===== src/hw/chan_params.svh =====
`ifndef CHAN_PARAMS_SVH
`define CHAN_PARAMS_SVH

// Baseband sample width, two's complement.
`define SAMPLE_W 4

// Sample rate relative to the C/A chip rate.
`define SAMPLES_PER_CHIP 2

// One C/A code period.
`define CODE_LEN 1023

// Integration length, one code period of samples.
`define INT_SAMPLES 2046

// Carrier phase accumulator.
`define PHASE_W 16

// Correlator sums, magnitudes and powers.
`define ACC_W 18
`define MAG_W 17
`define POW_W 35

`endif


===== src/hw/sample_pkg.sv =====
`include "chan_params.svh"

package sample_pkg;

   // One baseband sample.
   typedef struct packed {
      logic signed [`SAMPLE_W-1:0] val;
   } sample_t;

   // Channel setup, taken in one transfer.
   typedef struct packed {
      logic [4:0]          prn;
      logic [`PHASE_W-1:0] doppler;
      logic [9:0]          code_phase;
   } chan_cfg_t;

   // Replica chips, 0 is +1 and 1 is -1.
   typedef struct packed {
      logic early;
      logic prompt;
      logic late;
   } chip_set_t;

endpackage


===== src/hw/corr_pkg.sv =====
`include "chan_params.svh"

package corr_pkg;

   // Complex correlator sum.
   typedef struct packed {
      logic signed [`ACC_W-1:0] i;
      logic signed [`ACC_W-1:0] q;
   } iq_acc_t;

   // Sums of all three replicas at the end of an integration.
   typedef struct packed {
      iq_acc_t early;
      iq_acc_t prompt;
      iq_acc_t late;
   } dump_t;

   // I^2 + Q^2 per replica, raw prompt sums kept for the discriminators.
   typedef struct packed {
      logic [`POW_W-1:0] early;
      logic [`POW_W-1:0] prompt;
      logic [`POW_W-1:0] late;
      iq_acc_t           prompt_iq;
   } power_t;

endpackage


===== src/hw/ca_code_gen.sv =====
`timescale 1ns/1ps
`include "chan_params.svh"

module ca_code_gen (
   input  logic       clk,
   input  logic       i_arst_n,
   input  logic       i_load,
   input  logic [4:0] i_prn,
   input  logic [9:0] i_target,
   input  logic       i_step,
   output logic       o_chip,
   output logic       o_seek_done
);

   // G2 tap pair per PRN, stage numbers minus one.
   localparam logic [7:0] G2_TAPS [32] = '{
      8'h15, 8'h26, 8'h37, 8'h48, 8'h08, 8'h19, 8'h07, 8'h18,
      8'h29, 8'h12, 8'h23, 8'h45, 8'h56, 8'h67, 8'h78, 8'h89,
      8'h03, 8'h14, 8'h25, 8'h36, 8'h47, 8'h58, 8'h02, 8'h35,
      8'h46, 8'h57, 8'h68, 8'h79, 8'h05, 8'h16, 8'h27, 8'h38
   };

   logic [9:0] g1;
   logic [9:0] g2;
   logic [9:0] cnt;
   logic [9:0] target_m1;
   logic [4:0] prn_idx;
   logic [3:0] tap_a;
   logic [3:0] tap_b;
   logic       seeking;
   logic       advance;

   assign {tap_a, tap_b} = G2_TAPS[prn_idx];
   assign o_chip         = g1[9] ^ g2[tap_a] ^ g2[tap_b];
   assign advance        = seeking | i_step;

   always_ff @(posedge clk or negedge i_arst_n) begin
      if (!i_arst_n) begin
         g1          <= '1;
         g2          <= '1;
         cnt         <= '0;
         target_m1   <= '0;
         prn_idx     <= '0;
         seeking     <= 1'b0;
         o_seek_done <= 1'b0;
      end else if (i_load) begin
         g1          <= '1;
         g2          <= '1;
         cnt         <= '0;
         prn_idx     <= i_prn - 5'd1;
         target_m1   <= (i_target == 10'd0) ? 10'(`CODE_LEN - 1) : i_target - 10'd1;
         seeking     <= 1'b1;
         o_seek_done <= 1'b0;
      end else begin
         if (advance) begin
            // G1 = 1 + x^3 + x^10, G2 = 1 + x^2 + x^3 + x^6 + x^8 + x^9 + x^10.
            g1  <= {g1[8:0], g1[2] ^ g1[9]};
            g2  <= {g2[8:0], g2[1] ^ g2[2] ^ g2[5] ^ g2[7] ^ g2[8] ^ g2[9]};
            cnt <= (cnt == 10'(`CODE_LEN - 1)) ? 10'd0 : cnt + 10'd1;
         end
         // Last seek step lands on the target chip.
         if (seeking && cnt == target_m1) begin
            seeking     <= 1'b0;
            o_seek_done <= 1'b1;
         end
      end
   end

endmodule


===== src/hw/code_phase_feed.sv =====
`timescale 1ns/1ps
`include "chan_params.svh"

module code_phase_feed (
   input  logic                  clk,
   input  logic                  i_arst_n,
   input  sample_pkg::chan_cfg_t i_cfg,
   input  logic                  i_cfg_valid,
   output logic                  o_cfg_ready,
   input  sample_pkg::sample_t   i_sample,
   input  logic                  i_sample_valid,
   output logic                  o_sample_ready,
   input  logic                  i_bank_ready,
   output sample_pkg::chip_set_t o_chips,
   output sample_pkg::sample_t   o_sample,
   output logic                  o_chip_valid,
   output logic                  o_restart
);
   import sample_pkg::*;

   localparam int SUB_W = $clog2(`SAMPLES_PER_CHIP);
   localparam logic [SUB_W-1:0] SUB_LAST = SUB_W'(`SAMPLES_PER_CHIP - 1);

   logic             cfg_xfer;
   logic             smp_xfer;
   logic             seek_busy;
   logic             seek_done;
   logic             gen_chip;
   logic             gen_step;
   logic             prev_chip;
   logic [SUB_W-1:0] sub_cnt;
   chip_set_t        chips_now;

   assign cfg_xfer       = i_cfg_valid & o_cfg_ready;
   assign smp_xfer       = i_sample_valid & o_sample_ready;
   assign o_cfg_ready    = !seek_busy && !o_chip_valid;
   // A pending configuration wins over samples.
   assign o_sample_ready = seek_done && i_bank_ready && !i_cfg_valid;
   assign o_restart      = cfg_xfer;

   // Generator moves on after the first sample of each chip.
   assign gen_step = smp_xfer && (sub_cnt == '0);

   // Generator output is one sample ahead, prev_chip one chip behind.
   assign chips_now.early  = gen_chip;
   assign chips_now.prompt = (sub_cnt == '0) ? gen_chip : prev_chip;
   assign chips_now.late   = prev_chip;

   ca_code_gen u_ca_code_gen (
      .clk         (clk),
      .i_arst_n    (i_arst_n),
      .i_load      (cfg_xfer),
      .i_prn       (i_cfg.prn),
      .i_target    (i_cfg.code_phase),
      .i_step      (gen_step),
      .o_chip      (gen_chip),
      .o_seek_done (seek_done)
   );

   always_ff @(posedge clk or negedge i_arst_n) begin
      if (!i_arst_n) begin
         seek_busy    <= 1'b0;
         sub_cnt      <= '0;
         prev_chip    <= 1'b0;
         o_chip_valid <= 1'b0;
      end else begin
         if (cfg_xfer)
            seek_busy <= 1'b1;
         else if (seek_done)
            seek_busy <= 1'b0;
         if (cfg_xfer)
            sub_cnt <= '0;
         else if (smp_xfer)
            sub_cnt <= (sub_cnt == SUB_LAST) ? '0 : sub_cnt + 1'b1;
         // Seek steps too, so the chip before the start phase is kept.
         if ((seek_busy && !seek_done) || gen_step)
            prev_chip <= gen_chip;
         o_chip_valid <= smp_xfer;
      end
   end

   always_ff @(posedge clk) begin
      if (smp_xfer) begin
         o_sample <= i_sample;
         o_chips  <= chips_now;
      end
   end

endmodule


===== src/hw/correlator_bank.sv =====
`timescale 1ns/1ps
`include "chan_params.svh"

module correlator_bank (
   input  logic                  clk,
   input  logic                  i_arst_n,
   input  logic                  i_restart,
   input  logic [`PHASE_W-1:0]   i_doppler,
   input  sample_pkg::chip_set_t i_chips,
   input  sample_pkg::sample_t   i_sample,
   input  logic                  i_chip_valid,
   output logic                  o_bank_ready,
   output corr_pkg::dump_t       o_dump,
   output logic                  o_dump_valid,
   input  logic                  i_dump_ready
);
   import sample_pkg::*;
   import corr_pkg::*;

   localparam int WIPE_W = `SAMPLE_W + 3;
   localparam int CNT_W  = $clog2(`INT_SAMPLES);
   localparam logic [CNT_W-1:0] LAST = CNT_W'(`INT_SAMPLES - 1);

   // 8-point carrier, amplitude 3.
   localparam logic signed [2:0] COS_LUT [8] = '{
      3'sd3, 3'sd2, 3'sd0, -3'sd2, -3'sd3, -3'sd2, 3'sd0, 3'sd2
   };
   localparam logic signed [2:0] SIN_LUT [8] = '{
      3'sd0, 3'sd2, 3'sd3, 3'sd2, 3'sd0, -3'sd2, -3'sd3, -3'sd2
   };

   logic [`PHASE_W-1:0]      dopp_q;
   logic [`PHASE_W-1:0]      phase;
   logic [CNT_W-1:0]         cnt;
   logic [2:0]               car_idx;
   logic signed [WIPE_W-1:0] wipe_i;
   logic signed [WIPE_W-1:0] wipe_q;
   chip_set_t                wipe_chips;
   logic                     wipe_valid;
   logic                     wipe_last;
   dump_t                    acc;
   dump_t                    acc_next;

   function automatic logic signed [`ACC_W-1:0] term(input logic chip,
                                                     input logic signed [WIPE_W-1:0] v);
      logic signed [`ACC_W-1:0] ext;
      ext = `ACC_W'(v);
      return chip ? -ext : ext;
   endfunction

   assign car_idx = phase[`PHASE_W-1 -: 3];

   // Hold off only if the next sample would close an integration onto a full dump.
   assign o_bank_ready = !(o_dump_valid &&
                           (i_chip_valid ? (cnt == LAST - 1'b1) : (cnt == LAST)));

   always_ff @(posedge clk or negedge i_arst_n) begin
      if (!i_arst_n) begin
         phase      <= '0;
         cnt        <= '0;
         wipe_valid <= 1'b0;
         wipe_last  <= 1'b0;
      end else if (i_restart) begin
         phase      <= '0;
         cnt        <= '0;
         wipe_valid <= 1'b0;
      end else begin
         wipe_valid <= i_chip_valid;
         if (i_chip_valid) begin
            phase     <= phase + dopp_q;
            wipe_last <= (cnt == LAST);
            cnt       <= (cnt == LAST) ? '0 : cnt + 1'b1;
         end
      end
   end

   // Carrier wipe-off.
   always_ff @(posedge clk) begin
      if (i_restart)
         dopp_q <= i_doppler;
      if (i_chip_valid) begin
         wipe_i     <= i_sample.val * COS_LUT[car_idx];
         wipe_q     <= -(i_sample.val * SIN_LUT[car_idx]);
         wipe_chips <= i_chips;
      end
   end

   always_comb begin
      acc_next.early.i  = acc.early.i + term(wipe_chips.early, wipe_i);
      acc_next.early.q  = acc.early.q + term(wipe_chips.early, wipe_q);
      acc_next.prompt.i = acc.prompt.i + term(wipe_chips.prompt, wipe_i);
      acc_next.prompt.q = acc.prompt.q + term(wipe_chips.prompt, wipe_q);
      acc_next.late.i   = acc.late.i + term(wipe_chips.late, wipe_i);
      acc_next.late.q   = acc.late.q + term(wipe_chips.late, wipe_q);
   end

   always_ff @(posedge clk or negedge i_arst_n) begin
      if (!i_arst_n) begin
         acc          <= '0;
         o_dump_valid <= 1'b0;
      end else begin
         if (wipe_valid && wipe_last)
            o_dump_valid <= 1'b1;
         else if (i_dump_ready)
            o_dump_valid <= 1'b0;
         if (i_restart || (wipe_valid && wipe_last))
            acc <= '0;
         else if (wipe_valid)
            acc <= acc_next;
      end
   end

   always_ff @(posedge clk) begin
      if (wipe_valid && wipe_last)
         o_dump <= acc_next;
   end

endmodule


===== src/hw/power_calc.sv =====
`timescale 1ns/1ps
`include "chan_params.svh"

module power_calc (
   input  logic             clk,
   input  logic             i_arst_n,
   input  corr_pkg::dump_t  i_dump,
   input  logic             i_dump_valid,
   output logic             o_dump_ready,
   output corr_pkg::power_t o_power,
   output logic             o_power_valid,
   input  logic             i_power_ready
);
   import corr_pkg::*;

   dump_t                    dump_q;
   logic                     take;
   logic                     run;
   logic                     busy;
   logic [2:0]               sel;
   logic [2:0]               sel1;
   logic [2:0]               sel2;
   logic                     v1;
   logic                     v2;
   logic signed [`ACC_W-1:0] pick;
   logic [`MAG_W-1:0]        mag_q;
   logic [2*`MAG_W-1:0]      sq_q;
   logic [2*`MAG_W-1:0]      partial;

   function automatic logic [`MAG_W-1:0] mag(input logic signed [`ACC_W-1:0] v);
      return `MAG_W'(v[`ACC_W-1] ? -v : v);
   endfunction

   assign take         = i_dump_valid & o_dump_ready;
   assign o_dump_ready = !busy && !o_power_valid;

   // Sums in squaring order, I before Q.
   always_comb begin
      case (sel)
         3'd0:    pick = dump_q.early.i;
         3'd1:    pick = dump_q.early.q;
         3'd2:    pick = dump_q.prompt.i;
         3'd3:    pick = dump_q.prompt.q;
         3'd4:    pick = dump_q.late.i;
         default: pick = dump_q.late.q;
      endcase
   end

   always_ff @(posedge clk or negedge i_arst_n) begin
      if (!i_arst_n) begin
         run           <= 1'b0;
         busy          <= 1'b0;
         sel           <= '0;
         sel1          <= '0;
         sel2          <= '0;
         v1            <= 1'b0;
         v2            <= 1'b0;
         o_power_valid <= 1'b0;
      end else begin
         if (take) begin
            run  <= 1'b1;
            busy <= 1'b1;
            sel  <= '0;
         end else if (run) begin
            sel <= sel + 3'd1;
            if (sel == 3'd5)
               run <= 1'b0;
         end
         v1   <= run;
         sel1 <= sel;
         v2   <= v1;
         sel2 <= sel1;
         // Late Q^2 closes the result.
         if (v2 && sel2 == 3'd5) begin
            busy          <= 1'b0;
            o_power_valid <= 1'b1;
         end else if (i_power_ready) begin
            o_power_valid <= 1'b0;
         end
      end
   end

   // Abs, shared squarer, then pairwise sum.
   always_ff @(posedge clk) begin
      if (take) begin
         dump_q            <= i_dump;
         o_power.prompt_iq <= i_dump.prompt;
      end
      if (run)
         mag_q <= mag(pick);
      if (v1)
         sq_q <= mag_q * mag_q;
      if (v2) begin
         if (!sel2[0])
            partial <= sq_q;
         else if (sel2[2:1] == 2'd0)
            o_power.early <= `POW_W'(partial) + `POW_W'(sq_q);
         else if (sel2[2:1] == 2'd1)
            o_power.prompt <= `POW_W'(partial) + `POW_W'(sq_q);
         else
            o_power.late <= `POW_W'(partial) + `POW_W'(sq_q);
      end
   end

endmodule


===== src/hw/track_channel.sv =====
`timescale 1ns/1ps

module track_channel (
   input  logic                  clk,
   input  logic                  i_arst_n,
   input  sample_pkg::chan_cfg_t i_cfg,
   input  logic                  i_cfg_valid,
   output logic                  o_cfg_ready,
   input  sample_pkg::sample_t   i_sample,
   input  logic                  i_sample_valid,
   output logic                  o_sample_ready,
   output corr_pkg::power_t      o_power,
   output logic                  o_power_valid,
   input  logic                  i_power_ready
);
   import sample_pkg::*;
   import corr_pkg::*;

   chip_set_t chips;
   sample_t   smp;
   logic      chip_valid;
   logic      restart;
   logic      bank_ready;
   dump_t     dump;
   logic      dump_valid;
   logic      dump_ready;

   code_phase_feed u_code_phase_feed (
      .clk            (clk),
      .i_arst_n       (i_arst_n),
      .i_cfg          (i_cfg),
      .i_cfg_valid    (i_cfg_valid),
      .o_cfg_ready    (o_cfg_ready),
      .i_sample       (i_sample),
      .i_sample_valid (i_sample_valid),
      .o_sample_ready (o_sample_ready),
      .i_bank_ready   (bank_ready),
      .o_chips        (chips),
      .o_sample       (smp),
      .o_chip_valid   (chip_valid),
      .o_restart      (restart)
   );

   // Doppler is latched by the bank on the restart pulse.
   correlator_bank u_correlator_bank (
      .clk          (clk),
      .i_arst_n     (i_arst_n),
      .i_restart    (restart),
      .i_doppler    (i_cfg.doppler),
      .i_chips      (chips),
      .i_sample     (smp),
      .i_chip_valid (chip_valid),
      .o_bank_ready (bank_ready),
      .o_dump       (dump),
      .o_dump_valid (dump_valid),
      .i_dump_ready (dump_ready)
   );

   power_calc u_power_calc (
      .clk           (clk),
      .i_arst_n      (i_arst_n),
      .i_dump        (dump),
      .i_dump_valid  (dump_valid),
      .o_dump_ready  (dump_ready),
      .o_power       (o_power),
      .o_power_valid (o_power_valid),
      .i_power_ready (i_power_ready)
   );

endmodule


===== config.mk =====
export PLATFORM = sky130hd
export DESIGN_NAME = track_channel
export DESIGN_NICKNAME = d
export VERILOG_FILES = /design/src/hw/sample_pkg.sv /design/src/hw/corr_pkg.sv /design/src/hw/ca_code_gen.sv /design/src/hw/code_phase_feed.sv /design/src/hw/correlator_bank.sv /design/src/hw/power_calc.sv /design/src/hw/track_channel.sv
export VERILOG_INCLUDE_DIRS = /design/src /design/src/hw
export SDC_FILE = /design/constraint.sdc
export NUM_CORES = 2
export LEC_CHECK = 0
export BUFFER_PORTS_ARGS = -buffer_cell sky130_fd_sc_hd__buf_2
export CORE_MARGIN = 4
export CORE_UTILIZATION = 55
export CTS_CLUSTER_DIAMETER = 200
export CTS_CLUSTER_SIZE = 20
export DETAILED_ROUTE_END_ITERATION = 7
export PLACE_DENSITY = 0.86
export SLEW_MARGIN = 20
export SYNTH_ARGS = -nofsm -noshare
export SYNTH_HDL_FRONTEND = slang
export SYNTH_HIERARCHICAL = 1
export SYNTH_SLANG_ARGS = --single-unit

===== constraint.sdc =====
create_clock -name clk -period 5.7 [get_ports clk]
set_clock_uncertainty 0.1 [all_clocks]
set_input_delay 0.855 -clock clk [delete_from_list [all_inputs] [get_ports clk]]
set_output_delay 0.855 -clock clk [all_outputs]
set_load 0.02 [all_outputs]

==> summary.md <==
| Metric | Value |
|---|---|
| Status | `finished, violations left` |
| Failing checks | `DRC, setup timing` |
| Largest net degree at the start of global routing | `107` |
| Initial DRC Count | `2316` |
| HPWL Detailed | `67.80 mm` |
| Unrepaired setup endpoints after global routing | `true` |
| CTS Hold Bufs | `0` |
| Post-Syn Area | `41370 um^2` |
| I/O pin count | `184` |
| H-Tree Depth | `2` |
| Worst Path Arrival | `6.35 ns` |
| Antenna violations before repair | `0` |
| Proportion of synthesized area in mux cells | `1.086%` |
| Adder-cell share of the synthesized area | `19.44%` |
| Wire per inst | `19.25 um` |
| Share of synthesized registers carrying an async set or reset | `31.38%` |
| R2R Path Start | `u_power_calc/mag_q[2]` |
| Final WS setup | `-0.3996 ns` |
| Startpoint Class | `register` |
| Final Instance Area | `45510 um^2` |
| Switch share | `39.19%` |
| Share of cells above drive strength 1 | `15.20%` |
| Clk network pwr share | `14.1%` |
| Row cnt | `100` |
| Pleak | `20.12 nW` |
| Syn Inst Count | `3660` |
| Crit path kind | `reg -> reg` |
| Slew Limit Fails | `0` |
| Fin crit period | `6.100 ns` |
| Largest family of logic cells by synthesized area | `adder cells` |
| Post-Layout Cell Count | `4858` |
| Synth unique cells | `119` |
| Final ANT Viol Nets | `0` |
| Pre-Repair DR Iteration Count | `8` |
| Routability-driven placement congestion ratio | `0.9343` |
| Die area | `79660 um^2` |
| Area fraction in compound gates after synthesis | `14.30%` |
| Grt ovf | `0` |
| Pwr dens | `445.8 nW/um^2` |
| Fin crit share | `107.0%` |
| Overall routing resource usage | `23.26%` |
| WP data required | `5.95 ns` |
| Worst setup path start | `u_power_calc/mag_q[2]` |
| Final hold violation count | `0` |
| Peak supply drop | `0.4727 mV` |
| Die width | `282.2 um` |
| Setup slack at placement | `-0.4347 ns` |
| Register bit total from synthesis | `647` |
| Skew-Pair Late Insertion Delay | `0.61 ns` |
| Core ar. | `74450 um^2` |
| Post-Synth XOR/XNOR Area | `5.296%` |
| Placed cells | `4771` |
| Multi-input logic area | `21210 um^2` |
| Vias in the first global route | `29280` |
| Syn_area_per_cell | `11.30 um^2` |
| P_sw | `7.950 mW` |
| Num CTS Buffers | `38` |
| Max-cap violations | `0` |
| Sequential share of power | `30.8%` |
| Int Pwr | `12.34 mW` |
| Initial Utilization | `55.56%` |
| DRC | `3` |
| N_diodes | `0` |
| Clock-pin slew on the worst setup and hold paths | `0.10 ns` |
| Fin nets | `4422` |
| Worst Tran Pin Value | `1.043 ns` |
| CTS tree | `yes` |
| Via count | `28690` |
| Synth Flop Type | `edfxtp_1` |
| Number of warnings issued by yosys | `6` |
| Combinational Power Share | `55.1%` |
| Setup-failing EPs final | `15` |
| Final Core Density | `61.13%` |
| Vert. Die Dim | `282.2 um` |
| Number of synthesized flops with an enable pin | `444` |
| Mapped Nets | `4218` |
| Max Freq | `163.9 MHz` |
| HP Class | `in -> async` |
| Worst-case clock buffer depth | `3` |
| Slew HR | `30.33%` |
| Clock Root Buffer | `clkbuf_16` |
| Placed Instance Area | `43730 um^2` |
| FF/Latch Area | `18440 um^2` |
| Tot Pwr | `20.29 mW` |
| Vias per Instance | `5.905` |
| Post-synthesis sequential area ratio | `44.57%` |
| CP Max Fanout | `7` |
| Port Buf Inserts | `183` |
| First-pass GRT wire length | `149.9 mm` |
| Setup crit end kind | `register` |
| Routed WL | `93.54 mm` |
| Synth-to-Final Area Change | `10.02%` |
| Fillers | `5535` |
| Clock sinks | `647` |
| Area share of and/or/nand/nor cells after synthesis | `9.770%` |
## area by class of cell
cell class	instances	area share (%)
flip-flops and latches	647	40.51
clock buffers	61	2.279
inverters	376	3.112
repair buffers	330	4.657
multi-input cells	2471	46.61
clock inverters	4	0.1650
well taps	969	2.664
## worst paths after layout
| kind | cells after the start | slack [ns] | endpoint |
|---|---|---|---|
| setup / recovery | 24 | -0.40 | u_power_calc/sq_q[32] |
| hold / removal | 1 | 0.19 | u_correlator_bank/acc[66] |
| setup reg to reg | 24 | -0.40 | u_power_calc/sq_q[32] |
| hold reg to reg | 0 | 0.27 | u_power_calc/sel2[1] |
| max in group asynchronous | 2 | 4.14 | u_correlator_bank/phase[8] |
| min in group clk | 0 | 0.27 | u_power_calc/sel2[1] |
## routing by layer
metal  share of wire [%]  vias to the layer above  GRT usage, %  routed length, um
met4                 4.4                        0         9.699               4125
met3                 5.7                      249         2.889               5297
met1                  39                    14120         28.75              36740
li1                    -                    13280             -                  -
met5                   0                        -             0                  0
met2                  51                     1038         41.52              47380
## sequential cells by signal, summed over array words and instances (netlist names), 3 cells and up
register and flops:
u_power_calc/mag_q 17, u_code_phase_feed/u_ca_code_gen/cnt 10, u_correlator_bank/phase 16, u_power_calc/sel 3, u_correlator_bank/cnt 11, u_power_calc/sq_q 33
u_correlator_bank/acc 108, u_code_phase_feed/u_ca_code_gen/g2 10, u_power_calc/dump_q 108, u_code_phase_feed/o_sample 4, u_correlator_bank/dopp_q 16, u_correlator_bank/wipe_q 7
u_code_phase_feed/u_ca_code_gen/prn_idx 5, u_code_phase_feed/o_chips 3, u_power_calc/partial 33, u_correlator_bank/wipe_chips 3, u_code_phase_feed/u_ca_code_gen/g1 10, u_correlator_bank/wipe_i 7
u_power_calc/sel1 3, u_power_calc/o_power 105, u_code_phase_feed/u_ca_code_gen/target_m1 10, u_correlator_bank/o_dump 108, u_power_calc/sel2 3
## worst max-delay path, stage by stage (launching register included)
cell	delay, ns
edfxtp_1	0.56
buf_4	0.20
nand2_1	0.08
fa_1	0.51
inv_2	0.04
fa_2	0.52
inv_2	0.04
fa_2	0.56
inv_2	0.04
ha_4	0.21
fa_1	0.54
inv_2	0.05
fa_1	0.55
inv_2	0.07
ha_4	0.29
buf_6	0.12
nand2_1	0.08
o21ai_2	0.16
o2111a_2	0.27
a211oi_2	0.08
buf_4	0.16
nor2_2	0.12
a41oi_2	0.16
a31oi_1	0.24
xor2_1	0.09
## through the flow
| stage | TNS (ns) | hold slack [ns] |
|---|---|---|
| 5_1_grt | -6.952 | 0.2542 |
| 4_1_cts | -1.580 | 0.2230 |
| 2_1_floorplan | -0.1261 | 0.2312 |
| 3_3_place_gp | -2.320 | 0.2337 |
| 3_5_place_dp | -4.710 | 0.2434 |
| 6_report | -3.730 | 0.1856 |
## cells by family after synthesis
| logic type | Yosys count |
|---|---|
| xor gates and xnor gates | 248 |
| AOI/OAI and AO/OA | 843 |
| muxes | 40 |
| and+or+nand+nor | 822 |
| buffers and inverters | 542 |
| adders and majority gates | 518 |
| DFF | 647 |
## power groups by stage
stage / Sequential [mW] / Clock, mW / Combinational, mW
final: 6.25 / 2.86 / 11.2
after global routing: 6.31 / 3.13 / 12.3
after CTS: 6.25 / 2.95 / 10.5
after detailed placement: 6.34 / 0 / 9.64
after global placement: 6.32 / 0 / 9.27
after floorplan: 6.18 / 0 / 7.12
## timing repair
item | 4_1_cts | 5_1_grt
gates resized for setup | 84 | 51
setup endpoints to repair | 17 | 21
pin swaps | 31 | 38
buffers inserted | 15 | 8
## synthesized netlist by cell type, types with 26 or more instances
library cell  instances  share of area [%]
dfrtp_1             183                 11
nor2_1              172                1.6
buf_4                40               0.73
o21ai_0             144                1.7
a21oi_1             184                2.2
nand2b_1             46               0.70
nand3_1              41               0.50
edfxtp_1            444                 32
xor2_1               70                1.5
xnor2_1             177                3.7
a21o_1               80                1.5
and2_1               69                1.0
nor2b_1              39               0.59
a22o_1              104                2.2
fa_1                208                 10
a31oi_1              28               0.42
o211ai_1             35               0.64
ha_1                310                9.4
mux2i_1              26               0.63
o21a_1               29               0.53
inv_1               374                3.4
nand2_1             299                2.7
clkbuf_1             91               0.83
nor3_1               30               0.36
## layout by cell type (no fill, tap or decap), types with 28 or more instances in the layout
master / n
xor2_1: 70
and2_1: 57
nor2b_1: 37
inv_1: 347
o211ai_1: 35
buf_2: 182
fa_1: 200
nand2_1: 288
nand3_1: 41
a22o_1: 104
clkbuf_16: 38
xnor2_1: 176
o21ai_0: 137
nand2b_1: 45
ha_1: 292
nor2_1: 169
a21oi_1: 170
o21a_1: 29
a21o_1: 80
dfrtp_1: 183
buf_4: 130
edfxtp_1: 444
a31oi_1: 28
(Power assumes the default switching activity.)
